`src/verilog/npc_defines.svh`:
```
`ifndef NPC_DEFINES_SVH
`define NPC_DEFINES_SVH

// first fetch address after reset
`define NPC_RESET_PC 32'h8000_0000

// instruction memory depth in words
// word index comes from pc[9:2]
`define NPC_IMEM_WORDS 256

// data memory depth in words
// word index comes from addr[9:2], upper bits ignored
`define NPC_DMEM_WORDS 256

// full ebreak encoding
`define NPC_EBREAK 32'h0010_0073

`endif
```
`src/verilog/reg_file.sv`:
```
`timescale 1ns/1ps

module reg_file (
    input  logic        clk,
    input  logic        reset,
    input  logic        wen,
    input  logic [4:0]  waddr,
    input  logic [31:0] wdata,
    input  logic [4:0]  raddr1,
    input  logic [4:0]  raddr2,
    output logic [31:0] rdata1,
    output logic [31:0] rdata2
);

    logic [31:0] regs [0:31];

    always_ff @(posedge clk) begin
        if (reset) begin
            for (int i = 0; i < 32; i++) begin
                regs[i] <= '0;
            end
        end else if (wen && waddr != 5'd0) begin
            // x0 writes silently dropped
            regs[waddr] <= wdata;
        end
    end

    // async reads, x0 forced to zero
    assign rdata1 = (raddr1 == 5'd0) ? 32'd0 : regs[raddr1];
    assign rdata2 = (raddr2 == 5'd0) ? 32'd0 : regs[raddr2];

endmodule

```
`config.mk`:
```
export PLATFORM = sky130hd
export DESIGN_NAME = reg_file
export DESIGN_NICKNAME = d
export VERILOG_FILES = /design/src/verilog/npc_defines.svh /design/src/verilog/reg_file.sv
export SDC_FILE = /design/constraint.sdc
export NUM_CORES = 2
export LEC_CHECK = 0
export BUFFER_PORTS_ARGS = -buffer_cell sky130_fd_sc_hd__buf_2
export CAP_MARGIN = 20
export CELL_PAD_IN_SITES_DETAIL_PLACEMENT = 0
export CELL_PAD_IN_SITES_GLOBAL_PLACEMENT = 1
export CORE_MARGIN = 3
export CORE_UTILIZATION = 25
export DETAILED_ROUTE_END_ITERATION = 8
export HOLD_SLACK_MARGIN = 0.05
export PLACE_DENSITY = 0.4
export SLEW_MARGIN = 20
export SYNTH_ARGS = -nofsm -noshare
export SYNTH_HDL_FRONTEND = slang
export SYNTH_SLANG_ARGS = --single-unit
```
`constraint.sdc`:
```
create_clock -name clk -period 3 [get_ports clk]
set_input_delay 0.6 -clock clk [delete_from_list [all_inputs] [get_ports clk]]
set_output_delay 0.6 -clock clk [all_outputs]
set_load 0.01 [all_outputs]
```
# Word-level counts from Yosys, hierarchy flattened
# Memories as Yosys holds them, arrays and structs flattened.
# Cells that the tools add are included.
# Widths: inputs -> output; s select.
# totals
memories,1
regBits,0
in_bits,50
mem_bits_rw,1024
elab_cells,16
# classes
n_reduce_logical,5
mux,10
# mem_list
memory,words,width,rd,rd_clocked_by_memory_dff,write_ports,line,rtl
regs,32,32,2,0,32,reg_file.sv:15,logic [31:0] regs [0:31];
# ops
op,n
$mux 32,3
$reduce_or 32->1,1
$logic_not 5->1,2
$mux 1,6
$mux 5,1
$reduce_bool 5->1,1
$logic_and 1x1->1,1

# Longest topological paths before layout
# depth
ltp_word,7
depth_mapped,9
depth_no_buf,4

# Worst setup path before layout
# No wires, ideal clock.
# synth_timing
kind,input to output
startpoint,input raddr2[2]
endpoint,output rdata2[15]
slack_ns,0.140
t_required_ns,2.400
arrival_time_ns,2.260
cell_stages,7
path_buffers,3
cell_sequence,buf_2 -> buf_2 -> buf_1 -> mux4_2 -> a22o_1 -> a2111oi_1 -> nor3_1
# synth_via
elab_chain_cells,2
elab_cells_between_ends,3
cone_classes,1 x mux; 1 x reduce/logical; 1 x memory
# synth_lines
item,line,rtl
from (decl),reg_file.sv:10,"input logic [4:0] raddr2,"
$mem_v2 32x32 or $logic_not 5->1 (tied branches),n/a,
$mux 32 *,reg_file.sv:30,assign rdata2 = (raddr2 == 5'd0) ? 32'd0 : regs[raddr2];
to (decl),reg_file.sv:12,output logic [31:0] rdata2
# Every way passes the cells marked *; elsewhere a longest branch is shown, timed or not.

==> impl_results.md <==
- Status: finished with violations
- Failing checks: negative setup slack
- Hold path depth: 2
- Routed wire length: 235000 microns
- Mapped Area: 54300 sq um
- Top_reg_cell synth: edfxtp_1
- Non-filler cells, final: 6923
- Max-slew headroom: 51.9%
- Critical Path Start Type: flop
- Final setup fails: 64
- WP data required: 2400 ps
- CORE AREA: 215000 sq um
- Dpl hpwl: 150000 microns
- Root buf cell: clkbuf_16
- Vias: 34300
- IO buf count: 113
- Clock power share: 40.9%
- Vias in the first global route: 36600
- Switching Share: 26.4%
- Worst Hold Launch: wdata[21]
- Gr usage total: 20.9%
- Die H: 472 microns
- First-pass iteration count of the detailed router: 5
- Slew @ Worst Pin: 722 ps
- Final Util: 32.6%
- CP Data Arrival Time: 2830 ps
- Average cell area after synthesis: 15.5 sq um
- Power density over the cells: 550 nW/um^2
- Highest-count cells in the layout ignoring fill and taps: edfxtp_1, and2_1, mux4_2, buf_4, clkbuf_16
- CP endpoint kind: output port
- CTS tree: built
- Slack of the critical path: -428 ps
- Unrepaired setup endpoints after global routing: true
- Design area: 70200 sq um
- Main area contributors after synthesis: edfxtp_1, mux4_2, and2_1
- Period utilisation layout: 114%
- Largest regs: regs x1024
- Int Pwr: 28.4 mW
- Synth Instances: 3502
- # rows: 170
- Met3 Use GR: 2.72%
- Largest Register: regs
- Met1 Usage GRT: 28.2%
- Share of layout cells above drive strength 1: 40.9%
- Dominant cell type by area after synthesis: edfxtp_1
- Commonest non-fill, non-tap cell in the layout: edfxtp_1
- Yosys warnings: 0
- Cell variety after synth: 42
- VDD IR max: 0.000599 V
- Async SR Flop Fraction: 0%
- Die Width: 472 microns
- Post-layout min period: 3430 ps
- DR DRC count: 0
- LEAKAGE: 24.4 nW
- Critical-path top delay cell: mux4_2
- Final Slew Violations: 0
- Post-DRT Antenna Nets: 0
- # nets final: 4014
- GRT overflow: 0
- First-pass GRT wire length: 321000 microns
- Routed wire per std cell: 33.9 microns
- CTS Sinks: 1024
- CP Class: reg -> out
- WHS Endpoint: regs[3][21]$_SDFFCE_PN0P_
- Sequential share of power: 44.0%
- Hold-fix buffers, CTS: 0
- Final TNS setup: -14730 ps
- Worst hold path type: in -> reg
- Post-synthesis sequential area ratio: 56.7%
- H-tree levels: 4
- Number of synthesized flops with an enable pin: 1024
- P&R area growth vs syn: 29.4%
- RD Place Congestion: 0.784
- Total Power: 38.6 mW
- Largest net degree at the start of global routing: 47
- Placement Cell Area: 62200 sq um
- Max Cap Violations: 0
- Dpl cells: 6575
- Drt via density: 4.95
- CP Cell Sequence: mux4_2 > a22o_4 > a2111oi_4 > buf_4 > nor3_4 > buf_2
- CTS clk-pin slew, worst paths: 60 ps
- Die Area: 223000 sq um
- FF+latch count, synth: 1024
- Crit path launch: regs[10][13]$_SDFFCE_PN0P_
- Initial antenna violation count: 29
- Max reg flops: 1024
- M2 GR Usage: 35.6%
- Fmax: 0.292 GHz
- Initial Util: 25.2%
- Yosys top cell area share: 56.7%
- Most Crowded Layer GR: met2
- DR iter-0 viols: 3118
- Clock buffer depth: 3
- I/O pins: 114
- Comb pwr share: 15.1%
- CP max stage delay: 520 ps
- Final Hold Vio Count: 0
- Net Switching: 10.2 mW
- CTS Buf Count: 134
- Crit-path max FO: 2
[power groups by stage]
stage | clock network [mW] | registers (mW) | logic [mW]
finish | 15.8 | 17.0 | 5.82
global route | 16.8 | 17.1 | 6.09
CTS | 16.2 | 17.0 | 5.82
detailed placement | 0 | 17.3 | 5.11
global placement | 0 | 17.3 | 5.13
floorplan | 0 | 17.0 | 2.59
[logic make-up after synthesis]
kind of cell	count (synthesis)	share of synthesized area, %
AOI/OAI and AO/OA	259	3.65
muxes	652	23.0
DFF	1024	56.7
other	1	0.00691
buffers and inverters	389	3.35
and+or+nand+nor	1177	13.3
[worst max path at each step]
stage / endpoint / slack (ps)
2_1_floorplan: rdata2[15] / 140
3_3_place_gp: rdata2[13] / -1180
3_5_place_dp: rdata2[13] / -1170
4_1_cts: rdata2[13] / -540
5_1_grt: rdata2[13] / -530
6_report: rdata2[13] / -430
[routing by layer]
metal,up-vias,wire [microns]
met1,18500,103000
met4,6,6050
met5,-,45
li1,14600,-
met2,930,116000
met3,242,9380
[layout make-up]
type	instances	area, sq um
Clock inverter	58	534
Antenna cell	18	45.0
Sequential cell	1024	30700
Tap cell	2838	3550
Inverter	2	7.51
Fill cell	20800	145000
Clock buffer	181	3640
Multi-Input combinational cell	2120	24500
Timing Repair Buffer	682	7190
[timing repair]
| item | CTS | global route |
|---|---|---|
| cloned | 4 | 3 |
| setup buffers | 80 | 36 |
| pin swaps | 131 | 33 |
| resized for setup | 422 | 64 |
| setup endpoints to repair | 64 | 64 |
| endpoints found under the hold margin | 0 | 0 |
[critical path: cells and delay by family, from the launching register on]
family | cells | cell delay [ps]
AOI/OAI and AO/OA | 2 | 660
buffers and inverters | 2 | 400
DFF | 1 | 410
muxes | 1 | 520
and+or+nand+nor | 1 | 60
[cells in the mapped netlist, drive strengths merged, types with 6 or more instances]
library cell and count:
edfxtp 1024, and2 995, mux4 472, clkbuf 271, mux2i 150, buf 116, o22ai 103, a2111oi 55
nor3 54, a22o 51, nor2 36, or2 33, mux2 30, a22oi 16, nor2b 14, a21oi 12
a211oi 7, nand2 7, nor4 6
[per-stage QoR]
step	hold WS, ps	setup WS [ps]
global route	442	-529
detailed placement	1280	-1170
global placement	1270	-1180
floorplan	798	140
CTS	398	-542
finish	466	-428
(Power assumes the default switching activity.)
