$ cat config.mk
export PLATFORM = sky130hd
export DESIGN_NAME = alu
export DESIGN_NICKNAME = d
export VERILOG_FILES = /design/src/verilog/npc_defines.svh /design/src/verilog/npc_pkg.sv /design/src/verilog/alu.sv
export SDC_FILE = /design/constraint.sdc
export NUM_CORES = 1
export LEC_CHECK = 0
export BUFFER_PORTS_ARGS = -buffer_cell sky130_fd_sc_hd__buf_2
export CAP_MARGIN = 20
export CELL_PAD_IN_SITES_DETAIL_PLACEMENT = 1
export CELL_PAD_IN_SITES_GLOBAL_PLACEMENT = 1
export CORE_AREA = 2 2 82 143
export DETAILED_ROUTE_END_ITERATION = 7
export DIE_AREA = 0 0 84 145
export GPL_ROUTABILITY_DRIVEN = 0
export PLACE_DENSITY_LB_ADDON = 0.1
export SYNTH_ARGS = -nofsm -noshare
export SYNTH_HDL_FRONTEND = slang
export SYNTH_SLANG_ARGS = --single-unit
$ cat constraint.sdc
create_clock -name vclk -period 3.5
set_clock_uncertainty 0.05 [all_clocks]
set_input_delay 0 -clock vclk [all_inputs]
set_output_delay 0 -clock vclk [all_outputs]
set_load 0.1 [all_outputs]
$ cat src/verilog/npc_defines.svh
`ifndef NPC_DEFINES_SVH
`define NPC_DEFINES_SVH

// first fetch address after reset
`define NPC_RESET_PC 32'h8000_0000

// instruction memory depth in words
// word index comes from pc[9:2]
`define NPC_IMEM_WORDS 256

// data memory depth in words
// word index comes from addr[9:2], upper bits ignored
`define NPC_DMEM_WORDS 256

// full ebreak encoding
`define NPC_EBREAK 32'h0010_0073

`endif
$ cat src/verilog/npc_pkg.sv
package npc_pkg;

    // major opcodes of the supported subset
    typedef enum logic [6:0] {
        op_lui    = 7'b0110111,
        op_auipc  = 7'b0010111,
        op_jal    = 7'b1101111,
        op_jalr   = 7'b1100111,
        op_load   = 7'b0000011,
        op_store  = 7'b0100011,
        op_imm    = 7'b0010011,
        op_reg    = 7'b0110011,
        op_system = 7'b1110011
    } opcode_e;

    typedef enum logic {
        alu_add  = 1'b0,
        alu_sltu = 1'b1
    } alu_op_e;

    // where rd data comes from
    typedef enum logic [1:0] {
        wb_alu = 2'd0,
        wb_mem = 2'd1,
        wb_pc4 = 2'd2,
        wb_imm = 2'd3
    } wb_sel_e;

    typedef enum logic {
        st_run    = 1'b0,
        st_halted = 1'b1
    } fetch_state_e;

    // decoded control for one instruction
    typedef struct packed {
        logic        reg_wen;
        logic [4:0]  rd;
        logic [4:0]  rs1;
        logic [4:0]  rs2;
        logic [31:0] imm;
        logic        src1_is_pc;
        logic        src2_is_imm;
        alu_op_e     alu_op;
        logic        mem_ren;
        logic        mem_wen;
        // byte access instead of word (lbu, sb)
        logic        mem_byte;
        wb_sel_e     wb_sel;
        logic        is_jal;
        logic        is_jalr;
        logic        is_ebreak;
    } ctrl_t;

    // what retired this cycle
    typedef struct packed {
        logic        valid;
        logic        rd_wen;
        logic [4:0]  rd;
        logic [31:0] rd_data;
    } retire_t;

endpackage

$ cat src/verilog/alu.sv
`timescale 1ns/1ps

module alu (
    input  logic [31:0]    pc,
    input  logic [31:0]    src1,
    input  logic [31:0]    src2,
    input  npc_pkg::ctrl_t ctrl,
    output logic [31:0]    result
);

    logic [31:0] op_a;
    logic [31:0] op_b;

    // auipc takes pc, immediate forms take imm
    assign op_a = ctrl.src1_is_pc ? pc : src1;
    assign op_b = ctrl.src2_is_imm ? ctrl.imm : src2;

    always_comb begin
        case (ctrl.alu_op)
            npc_pkg::alu_sltu: result = (op_a < op_b) ? 32'd1 : 32'd0;
            default:           result = op_a + op_b;
        endcase
    end

endmodule

Word level (Yosys, flattened, before mapping) --
Index checks and enable logic that the tools add are counted.
Cells by class: $add $sub $neg 1, multiplexer cells 4, magnitude comparators 1
Operators with widths (count):
- $mux 32 | 3
- $add 32x32->32 | 1
- $lt 32x32->1 | 1
- $mux 1 | 1
Word-level totals: word-level logic and storage cells 6, register bits 0

Depth between registers and ports, before layout --
word-level depth 4, gate-level depth with buffers 14

Least setup slack after synthesis --
Ideal clock, no wire load.
path kind input to output, from input port ctrl[10] (netlist bit), to output port result[26], required time 3450 ps, path slack -564 ps, cell stages on the path 12, arrival time 4014 ps, cells stage by stage clkbuf_1 clkbuf_1 mux2_2 ha_1 buf_2 inv_1 a2111oi_0 a31oi_1 nand4_1 o211ai_1 or3_1 a21oi_1
On the way: longest elaborated chain between the ends 3
RTL lines:
- start, declared | line alu.sv:7 | input npc_pkg::ctrl_t ctrl,
- $mux 32 | line alu.sv:15 | assign op_a = ctrl.src1_is_pc ? pc : src1;
- $add 32x32->32 | line alu.sv:21 | default: result = op_a + op_b;
- $mux 32 | line alu.sv:19 | case (ctrl.alu_op)
- end, declared | line alu.sv:8 | output logic [31:0] result
No other way between the ends.

Worst setup path in the final report --
from input port ctrl[10] (netlist bit), to output port result[27]
The elaborated chain is that of the path after synthesis.

==> metrics.log <==
[metrics] Area Overhead vs Synth: 38.72%
[metrics] Post-Synthesis Cells: between 400 and 500
[metrics] die width: about 84 um
[metrics] # diodes: 0
[metrics] layout sequential cell count: 0
[metrics] Crit Path Class: input pin to output port
[metrics] fillers: about 1400
[metrics] area of the core: 11040 um2
[metrics] vertical die dimension: between 100 and 150 um
[metrics] synthesis warning total: 0
[metrics] min Tclk post-route: between 3000 and 4000 ps
[metrics] wire length on met1: 4.471 mm
[metrics] remaining antenna violation count after routing: 0
[metrics] Leakage Power: 2.462 nW
[metrics] number of clock buffers in the layout: 0
[metrics] worst setup slack before clock tree synthesis: a little over 200 ps
[metrics] result of the run: completed
[metrics] topmost layer with routed signal wires: met4
[metrics] WL met3: approximately 380 um
[metrics] cell row count: 51
[metrics] GR Util All Layers: 20.69%
[metrics] area of all sequential standard cells: 0 um2
[metrics] Post-Route WL: ~13 mm
[metrics] met2 layer wire length in the routed design: 7.910 mm
[metrics] Cell variety after synth: 54
[metrics] multi-input gate area in the final layout: 3276 um2
[metrics] setup repair after global routing missed its margin: no
[metrics] I/O pin cnt: around 190
[metrics] Residual DRC: 0
[metrics] final core occ: 44.59%
[metrics] setup slack after layout: 257.0 ps
[metrics] Max Cap Violations: 0
[metrics] global-route wire length before repair: approximately 21 mm
[metrics] largest net degree at the start of global routing: 39
[metrics] Tightest Pin Transition: between 800 and 900 ps
[metrics] syn_nets: a little over 700
[metrics] Slew Viols, Final: 0
[metrics] areal power density over the cells: around 340 nW/um2
[metrics] total design power: approximately 1.7 mW
[metrics] Cell Area, Synth: between 3000 and 4000 um2
[metrics] input/output buffers: 163
[metrics] Hold Fails Final Rpt: 0
[metrics] number of vias per cell after detailed routing: about 5.4
[metrics] share of the cycle needed by the critical path after routing: between 90% and 100%
[metrics] share of final-layout standard cells stronger than drive strength 1: between 30% and 40%
[metrics] Worst setup SP type: input pin
[metrics] Final nets: between 800 and 900
[metrics] DRC violation total after the first TritonRoute iteration: between 80 and 90
[metrics] f_max: just over 0.3 GHz
[metrics] endpoint class of the critical path: output port
[metrics] via count: between 4000 and 5000
[metrics] die area: between 10000 and 15000 um2
[metrics] HPWL after detailed placement: 11.45 mm
[metrics] Min-Delay Path Class: input pin to output port
[metrics] count of TritonRoute iterations in the first routing pass: 4
[metrics] Slew headroom: between 40 and 50%
[metrics] CP max FO: 32
[metrics] required time at the endpoint of the critical path: 3450 ps
[metrics] Peak supply drop: between 200 and 250 uV
[metrics] arrival time worst endpoint: 3190 ps
[metrics] Post-Route Setup TNS: 0 ps
[metrics] average size of a mapped cell: between 7 and 8 um2
[metrics] number of antenna violations at the first check in global routing: 0
[metrics] buffer count from post-CTS setup fixing: 0
[metrics] gr ovfl total: 0
[metrics] effective utilization at floorplan: between 30% and 40%
[metrics] routed length per placed instance: ~17 um
[metrics] setup violation total in the final timing report: 0
[metrics] vias in the first global route: roughly 4600
[metrics] proportion of synthesized chip area in sequential cells: 0%
-- per-layer routing --
| metal | global-route usage [%] | vias to the layer above |
|---|---|---|
| met3 | 1.081 | 21 |
| met2 | 46.28 | 106 |
| met4 | 3.629 | 0 |
| met5 | 0 | - |
| met1 | 19.45 | 1967 |
| li1 | - | 2074 |
-- stage by stage --
stage                     hold WS, ps  area [um2]  std cells
after floorplan                 479.9        3613        494
after CTS                       764.3        4908        777
final                           759.5        4922        777
after global routing            812.3        4922        777
after detailed placement        761.6        4908        777
after global placement          730.5        4908        777
-- path summary, 6_finish.rpt --
| path | cells after the start | slack, ps | start | to |
|---|---|---|---|---|
| worst max-delay path | 13 | 260 | ctrl[10] | result[27] |
| worst min-delay path | 7 | 760 | src2[17] | result[18] |
-- critical path, stage by stage --
cell                       delay (ps)
sky130_fd_sc_hd__buf_2            100
sky130_fd_sc_hd__buf_12           210
sky130_fd_sc_hd__mux2_2           380
sky130_fd_sc_hd__ha_1             400
sky130_fd_sc_hd__nor4_1           560
sky130_fd_sc_hd__nand2_1          110
sky130_fd_sc_hd__a211oi_1         180
sky130_fd_sc_hd__buf_4            160
sky130_fd_sc_hd__o31ai_2           70
sky130_fd_sc_hd__a21oi_2          280
sky130_fd_sc_hd__a311oi_1         160
sky130_fd_sc_hd__mux2_1           370
sky130_fd_sc_hd__buf_12           180
-- cell usage in the layout (no fill, tap or decap), drive strengths merged, types with 2 or more instances in the layout --
master	n
a31oi	8
a21o	5
xor2	2
xnor2	17
ha	63
nand4	7
nand3	8
nand2b	5
buf	176
o21bai	10
o311ai	2
nand2	13
o31ai	10
a21oi	44
nor2b	17
o21ai	15
nor3	11
o2111ai	3
o41ai	2
a311oi	3
a211oi	3
mux2i	33
or4	4
or3	4
or2	2
inv	60
nor2	50
mux2	35
nor4	12
a2111oi	3
o211ai	9
-- Yosys cell counts, drive strengths merged (10+ instances only) --
master / count / area [um2]
a21oi: 44 / 224.0
clkbuf: 16 / 60.06
ha: 63 / 788.3
inv: 60 / 225.2
mux2: 35 / 397.9
mux2i: 33 / 330.3
nand2: 13 / 48.80
nor2: 50 / 187.7
nor2b: 17 / 106.4
nor3: 11 / 60.06
nor4: 12 / 87.58
o21ai: 15 / 75.07
o21bai: 10 / 75.07
o31ai: 10 / 80.07
xnor2: 17 / 148.9
-- cell families (layout without fill, tap and decap cells) --
logic type	after synthesis	count (layout)	synth area share, %
fa+ha+maj	64	64	22.78
compound gates	123	123	23.13
buf+inv	85	236	9.415
simple gates	135	135	19.46
xor+xnor	19	19	4.690
mux	68	68	20.52
-- cell type report --
cell class                      instances  share of cell area, %
Inverter                               60                  4.575
Multi-Input combinational cell        409                  66.55
Tap cell                              132                  3.355
Timing Repair Buffer                  176                  25.52
-- report_power, final --
| part | switching (mW) | internal [mW] | total, mW |
|---|---|---|---|
| sequential | 0 | 0 | 0 |
| clock | 0 | 0 | 0 |
| combinational | 1.09 | 0.579 | 1.67 |
| total | 1.09 | 0.579 | 1.67 |
-- what timing repair did --
item	CTS	global route
hold endpoints to repair	0	0
hold buffers	0	0
resized for setup	0	2
setup endpoints to repair	0	1
Note: power is estimated with default switching activity, not from simulation.
