## src/verilog/npc_defines.svh

```systemverilog
`ifndef NPC_DEFINES_SVH
`define NPC_DEFINES_SVH

// first fetch address after reset
`define NPC_RESET_PC 32'h8000_0000

// instruction memory depth in words
// word index comes from pc[9:2]
`define NPC_IMEM_WORDS 256

// data memory depth in words
// word index comes from addr[9:2], upper bits ignored
`define NPC_DMEM_WORDS 256

// full ebreak encoding
`define NPC_EBREAK 32'h0010_0073

`endif
```

## src/verilog/npc_pkg.sv

```systemverilog
package npc_pkg;

    // major opcodes of the supported subset
    typedef enum logic [6:0] {
        op_lui    = 7'b0110111,
        op_auipc  = 7'b0010111,
        op_jal    = 7'b1101111,
        op_jalr   = 7'b1100111,
        op_load   = 7'b0000011,
        op_store  = 7'b0100011,
        op_imm    = 7'b0010011,
        op_reg    = 7'b0110011,
        op_system = 7'b1110011
    } opcode_e;

    typedef enum logic {
        alu_add  = 1'b0,
        alu_sltu = 1'b1
    } alu_op_e;

    // where rd data comes from
    typedef enum logic [1:0] {
        wb_alu = 2'd0,
        wb_mem = 2'd1,
        wb_pc4 = 2'd2,
        wb_imm = 2'd3
    } wb_sel_e;

    typedef enum logic {
        st_run    = 1'b0,
        st_halted = 1'b1
    } fetch_state_e;

    // decoded control for one instruction
    typedef struct packed {
        logic        reg_wen;
        logic [4:0]  rd;
        logic [4:0]  rs1;
        logic [4:0]  rs2;
        logic [31:0] imm;
        logic        src1_is_pc;
        logic        src2_is_imm;
        alu_op_e     alu_op;
        logic        mem_ren;
        logic        mem_wen;
        // byte access instead of word (lbu, sb)
        logic        mem_byte;
        wb_sel_e     wb_sel;
        logic        is_jal;
        logic        is_jalr;
        logic        is_ebreak;
    } ctrl_t;

    // what retired this cycle
    typedef struct packed {
        logic        valid;
        logic        rd_wen;
        logic [4:0]  rd;
        logic [31:0] rd_data;
    } retire_t;

endpackage

```

## src/verilog/inst_decode.sv

```systemverilog
`timescale 1ns/1ps
`include "npc_defines.svh"

module inst_decode (
    input  logic [31:0]    inst,
    output npc_pkg::ctrl_t ctrl
);

    npc_pkg::opcode_e opcode;
    logic [2:0]  funct3;
    logic [31:0] imm_i;
    logic [31:0] imm_s;
    logic [31:0] imm_u;
    logic [31:0] imm_j;

    assign opcode = npc_pkg::opcode_e'(inst[6:0]);
    assign funct3 = inst[14:12];

    // sign-extended immediate formats
    assign imm_i = {{20{inst[31]}}, inst[31:20]};
    assign imm_s = {{20{inst[31]}}, inst[31:25], inst[11:7]};
    assign imm_u = {inst[31:12], 12'b0};
    assign imm_j = {{11{inst[31]}}, inst[31], inst[19:12], inst[20], inst[30:21], 1'b0};

    always_comb begin
        // everything inactive unless recognised below
        ctrl        = '0;
        ctrl.alu_op = npc_pkg::alu_add;
        ctrl.wb_sel = npc_pkg::wb_alu;
        // register fields are harmless when enables stay low
        ctrl.rd     = inst[11:7];
        ctrl.rs1    = inst[19:15];
        ctrl.rs2    = inst[24:20];

        case (opcode)
            npc_pkg::op_lui: begin
                ctrl.reg_wen = 1'b1;
                ctrl.imm     = imm_u;
                ctrl.wb_sel  = npc_pkg::wb_imm;
            end
            npc_pkg::op_auipc: begin
                // pc + upper immediate through the alu
                ctrl.reg_wen     = 1'b1;
                ctrl.imm         = imm_u;
                ctrl.src1_is_pc  = 1'b1;
                ctrl.src2_is_imm = 1'b1;
            end
            npc_pkg::op_jal: begin
                ctrl.reg_wen = 1'b1;
                ctrl.imm     = imm_j;
                ctrl.wb_sel  = npc_pkg::wb_pc4;
                ctrl.is_jal  = 1'b1;
            end
            npc_pkg::op_jalr: begin
                if (funct3 == 3'b000) begin
                    ctrl.reg_wen = 1'b1;
                    ctrl.imm     = imm_i;
                    ctrl.wb_sel  = npc_pkg::wb_pc4;
                    ctrl.is_jalr = 1'b1;
                end
            end
            npc_pkg::op_load: begin
                // lw = 010, lbu = 100
                if (funct3 == 3'b010 || funct3 == 3'b100) begin
                    ctrl.reg_wen     = 1'b1;
                    ctrl.imm         = imm_i;
                    ctrl.src2_is_imm = 1'b1;
                    ctrl.mem_ren     = 1'b1;
                    ctrl.mem_byte    = (funct3 == 3'b100);
                    ctrl.wb_sel      = npc_pkg::wb_mem;
                end
            end
            npc_pkg::op_store: begin
                // sw = 010, sb = 000
                if (funct3 == 3'b010 || funct3 == 3'b000) begin
                    ctrl.imm         = imm_s;
                    ctrl.src2_is_imm = 1'b1;
                    ctrl.mem_wen     = 1'b1;
                    ctrl.mem_byte    = (funct3 == 3'b000);
                end
            end
            npc_pkg::op_imm: begin
                // addi = 000, sltiu = 011
                if (funct3 == 3'b000 || funct3 == 3'b011) begin
                    ctrl.reg_wen     = 1'b1;
                    ctrl.imm         = imm_i;
                    ctrl.src2_is_imm = 1'b1;
                    if (funct3 == 3'b011) begin
                        ctrl.alu_op = npc_pkg::alu_sltu;
                    end
                end
            end
            npc_pkg::op_reg: begin
                // add only
                if (funct3 == 3'b000) begin
                    ctrl.reg_wen = 1'b1;
                end
            end
            npc_pkg::op_system: begin
                // only the exact ebreak word counts
                ctrl.is_ebreak = (inst == `NPC_EBREAK);
            end
            default: begin
                // unknown opcode retires as a no-op
            end
        endcase
    end

endmodule

```

## config.mk

```make
export PLATFORM = sky130hd
export DESIGN_NAME = inst_decode
export DESIGN_NICKNAME = d
export VERILOG_FILES = /design/src/verilog/npc_pkg.sv /design/src/verilog/inst_decode.sv
export VERILOG_INCLUDE_DIRS = /design/src /design/src/verilog
export SDC_FILE = /design/constraint.sdc
export NUM_CORES = 1
export LEC_CHECK = 0
export ABC_AREA = 1
export BUFFER_PORTS_ARGS = -buffer_cell sky130_fd_sc_hd__clkbuf_2
export CORE_MARGIN = 5
export CORE_UTILIZATION = 43
export DETAILED_ROUTE_END_ITERATION = 16
export MAX_ROUTING_LAYER = met4
export PLACE_DENSITY_LB_ADDON = 0.3
export SLEW_MARGIN = 20
export SYNTH_ARGS = -nofsm -noshare
export SYNTH_HDL_FRONTEND = slang
export SYNTH_SLANG_ARGS = --single-unit
```

## constraint.sdc

```tcl
create_clock -name vclk -period 3.15
set_input_delay 0.315 -clock vclk [all_inputs]
set_output_delay 0.315 -clock vclk [all_outputs]
set_load 0.01 [all_outputs]
```

* Word-level counts from Yosys, hierarchy flattened
Index checks and enable logic that the tools add are counted.
** Word-level totals
- Word-level logic and storage cells :: 45
- Output and inout port bits :: 59
- Bits of input ports :: 32
- Flip-flop bits (word level) :: 0
** Cells by class
- Muxes and demuxes :: 25
- Reduce and logical (&&, ||, !) cells :: 7
- Equality and inequality tests :: 13
** Operators with widths (number)
- $pmux W32 S6 :: 1
- $mux W32 :: 4
- $eq A32 B21 Y1 const B :: 1
- $eq A7 B6 Y1 const B :: 3
- $eq A7 B7 Y1 const B :: 3
- $eq A7 B5 Y1 const B :: 2
- $mux W1 :: 12
- $pmux W1 S4 :: 2
- $pmux W2 S4 :: 1
- $eq A7 B2 Y1 const B :: 1
- $eq A3 B2 Y1 const B :: 2
- $mux W2 :: 3
- $reduce_or A2 Y1 :: 2
- $eq A3 B3 Y1 const B :: 1
- $logic_not A3 Y1 :: 1
- $logic_or A1 B1 Y1 :: 3
- $mux W3 :: 1
- $reduce_or A3 Y1 :: 1
- $pmux W1 S2 :: 1

* Logic depth before layout (Yosys ltp)
- Word-level depth :: 4
- Gate-level depth with buffers :: 10
- Gate-level depth less buffers :: 10

* Worst setup path after synthesis
Ideal clock, no wire load.
- Kind :: input to output
- Start :: input inst[1]
- End :: output ctrl[22] (netlist bit)
- Cell stages on the path :: 9
- Buffers on the path :: 1
- Data required time :: 2.835 ns
- Arrival :: 1.177 ns
- Slack :: 1.658 ns
- Cell sequence :: nand2_2 -> inv_1 -> nand2_1 -> nor2_2 -> nand2_4 -> nand2_2 -> o21ai_4 -> buf_6 -> nand2_2
** RTL lines
- start, declared :: line inst_decode.sv:5 : input logic [31:0] inst,
- end, declared :: line inst_decode.sv:6 : output npc_pkg::ctrl_t ctrl

==> impl_metrics.ini <==
[outcome]
status = complete, no violations

[cts]
post_cts_resized = 0
hold_buffers = 0
post_cts_buffers = 0

[synth]
synth_cell_type_count = 20
synth.cell_area_sq_um = 1010
synth_top_area_share_pct = 21.1
yosysTopAreaCell = nand2_1
synth.area.mux_share_pct = 0
syn_nets = 234
syn_area_per_cell_sq_um = 5.02
synth_compound_area_share_pct = 9.12
netlist_instances = 202
synth.top_cells.by_area = nand2_1 (21%), buf_4 (11%), inv_1 (11%)
ys_warn_count = 0
synth_top_family_by_area = simple AND/OR/NAND/NOR gates
yosys.cell_count.top_type = nand2_1
synth-simple-area-share_pct = 62.8
ys_seq_area_share_pct = 0
synth-xor-area-share_pct = 0
netlist_top_cells_count = nand2_1 (57), inv_1 (30), nor2_1 (24)
yosys.area_share.adder_pct = 0

[flow_run]
maxCapViolations = 0

[critical_path]
critPathRequiredTime_ns = 2.83
cp_max_fo = 20
cp-end-kind = primary output
path_buf_inv = 2
cp_slowest_stage_delay_ns = 0.49
critPathSlowestCell = o21ai_4
start_kind = primary input
crit_family = simple AND/OR/NAND/NOR gates
worstSetupStartpoint = inst[12]
crit_arrival_ns = 1.73
crit_top_cell = nand2_1
crit_type = primary input to primary output
cp_cell_sequence = clkbuf_2 > nor2_1 > nand2_1 > nand2_1 > nand2_4 > nand2_4 > o21ai_4 > nand2_1 > clkbuf_2

[routing]
vias = 1418
routed_wl_mm = 3.24
drt-pass1-iter-count = 4
first_iter_violations = 39
viasPerCell = 4.68
drc = 0
post_drt_wl_per_cell_microns = 10.7
ant_nets = 0

[floorplanning]
core_sq_um = 2230
die_h_microns = 58.6
die_w_microns = 58.6
rows = 17
initial_core_util_pct = 45.4
dieArea_sq_um = 3430
ios = 91

[timing]
final-setup-viol-count = 0
tightest_slew_ns = 0.612
finalHoldViolCount = 0
rsz0062_at_grt = false
setup-tns-final_ns = 0
slew_headroom_pct = 59.0
fin_crit_ns = 2.04
finalCritPeriodShare_pct = 64.8
drv_slew = 0
max_freq_mhz = 490

[finish]
utilization_pct = 60.8
fin_nets = 309
nFlopsAndLatches = 0
design_area_sq_um = 1360
fin_cells = 303
areaGrowthSynthToFinish_pct = 33.9
nClkBuffers = 0
seq_area_sq_um = 0
nFillCells = 272
drive_above_1_share_pct = 46.2
diodes = 0

[grt]
grt_pass1_vias = 1216
grt_pass1_wl_mm = 5.09
overflow = 0
antenna_found_initial = 0
grt_max_degree = 21
track_usage_pct = 18.2

[placed_design]
placed_area_sq_um = 1360
gp_congestion = 0.859
place_inst = 303
hpwl_mm = 2.86
portBuffers = 91

[power]
power.density_nw_per_um2 = 68.1
leakage_nw = 0.989
peakVddDrop_mv = 0.0409

[min_path]
hold_path_class = primary input to primary output
min_to = ctrl[57]
worstHoldStart = inst[11]
worstHoldPathCells = 2
[worst max path at each step]
stage          endpoint  cells after the start
6_report       ctrl[41]                      9
2_1_floorplan  ctrl[22]                      9
4_1_cts        ctrl[37]                     10
5_1_grt        ctrl[37]                      9
3_5_place_dp   ctrl[37]                     10
3_3_place_gp   ctrl[25]                     10
[where the power goes]
group | leakage, nW | switching [W] | internal (W)
sequential | 0 | 0 | 0
clock | 0 | 0 | 0
combinational | 0.989 | 0.0000574 | 0.0000352
[routing by layer]
metal / vias to the layer above / global-route usage (%) / share of wire [%]
li1: 755 / - / -
met2: 62 / 30.9 / 46
met3: 0 / 0.877 / 11
met4: 0 / 1.94 / 0
met5: - / - / 0
met1: 601 / 24.7 / 43
[cells by family (layout without fill, tap and decap cells)]
kind of cell | count (synthesis) | after routing
compound gates | 16 | 16
simple gates | 131 | 131
buf+inv | 55 | 128
[through the flow]
step	setup slack [ns]	hold WS [ns]	power [W]
after global placement	1.14	0.848	0.0000930
after detailed placement	1.10	0.848	0.0000931
after global routing	0.954	0.852	0.000104
final	1.11	0.847	0.0000926
after floorplan	1.66	0.722	0.0000551
after CTS	1.10	0.849	0.0000935
[cell usage in the layout, fill, tap and decap left out]
cell and n:
a21oi_1 4, clkbuf_2 91, inv_1 30, inv_2 7
nand2_1 57, nand2_2 16, nand2_4 3, nand3_1 12
nand3_2 3, nand3b_1 1, nand4_1 4, nor2_1 24
nor2_2 3, nor2_4 2, nor3_1 5, nor3_2 1
o21ai_0 10, o21ai_4 1, o22ai_1 1
[layout make-up]
class | instances | area, sq um | area share, %
inverter | 37 | 139 | 10.2
tap | 28 | 35.0 | 2.58
timing repair buffer | 91 | 455 | 33.5
multi-input combinational | 147 | 729 | 53.7
Note: power is estimated with default switching activity, not from simulation.
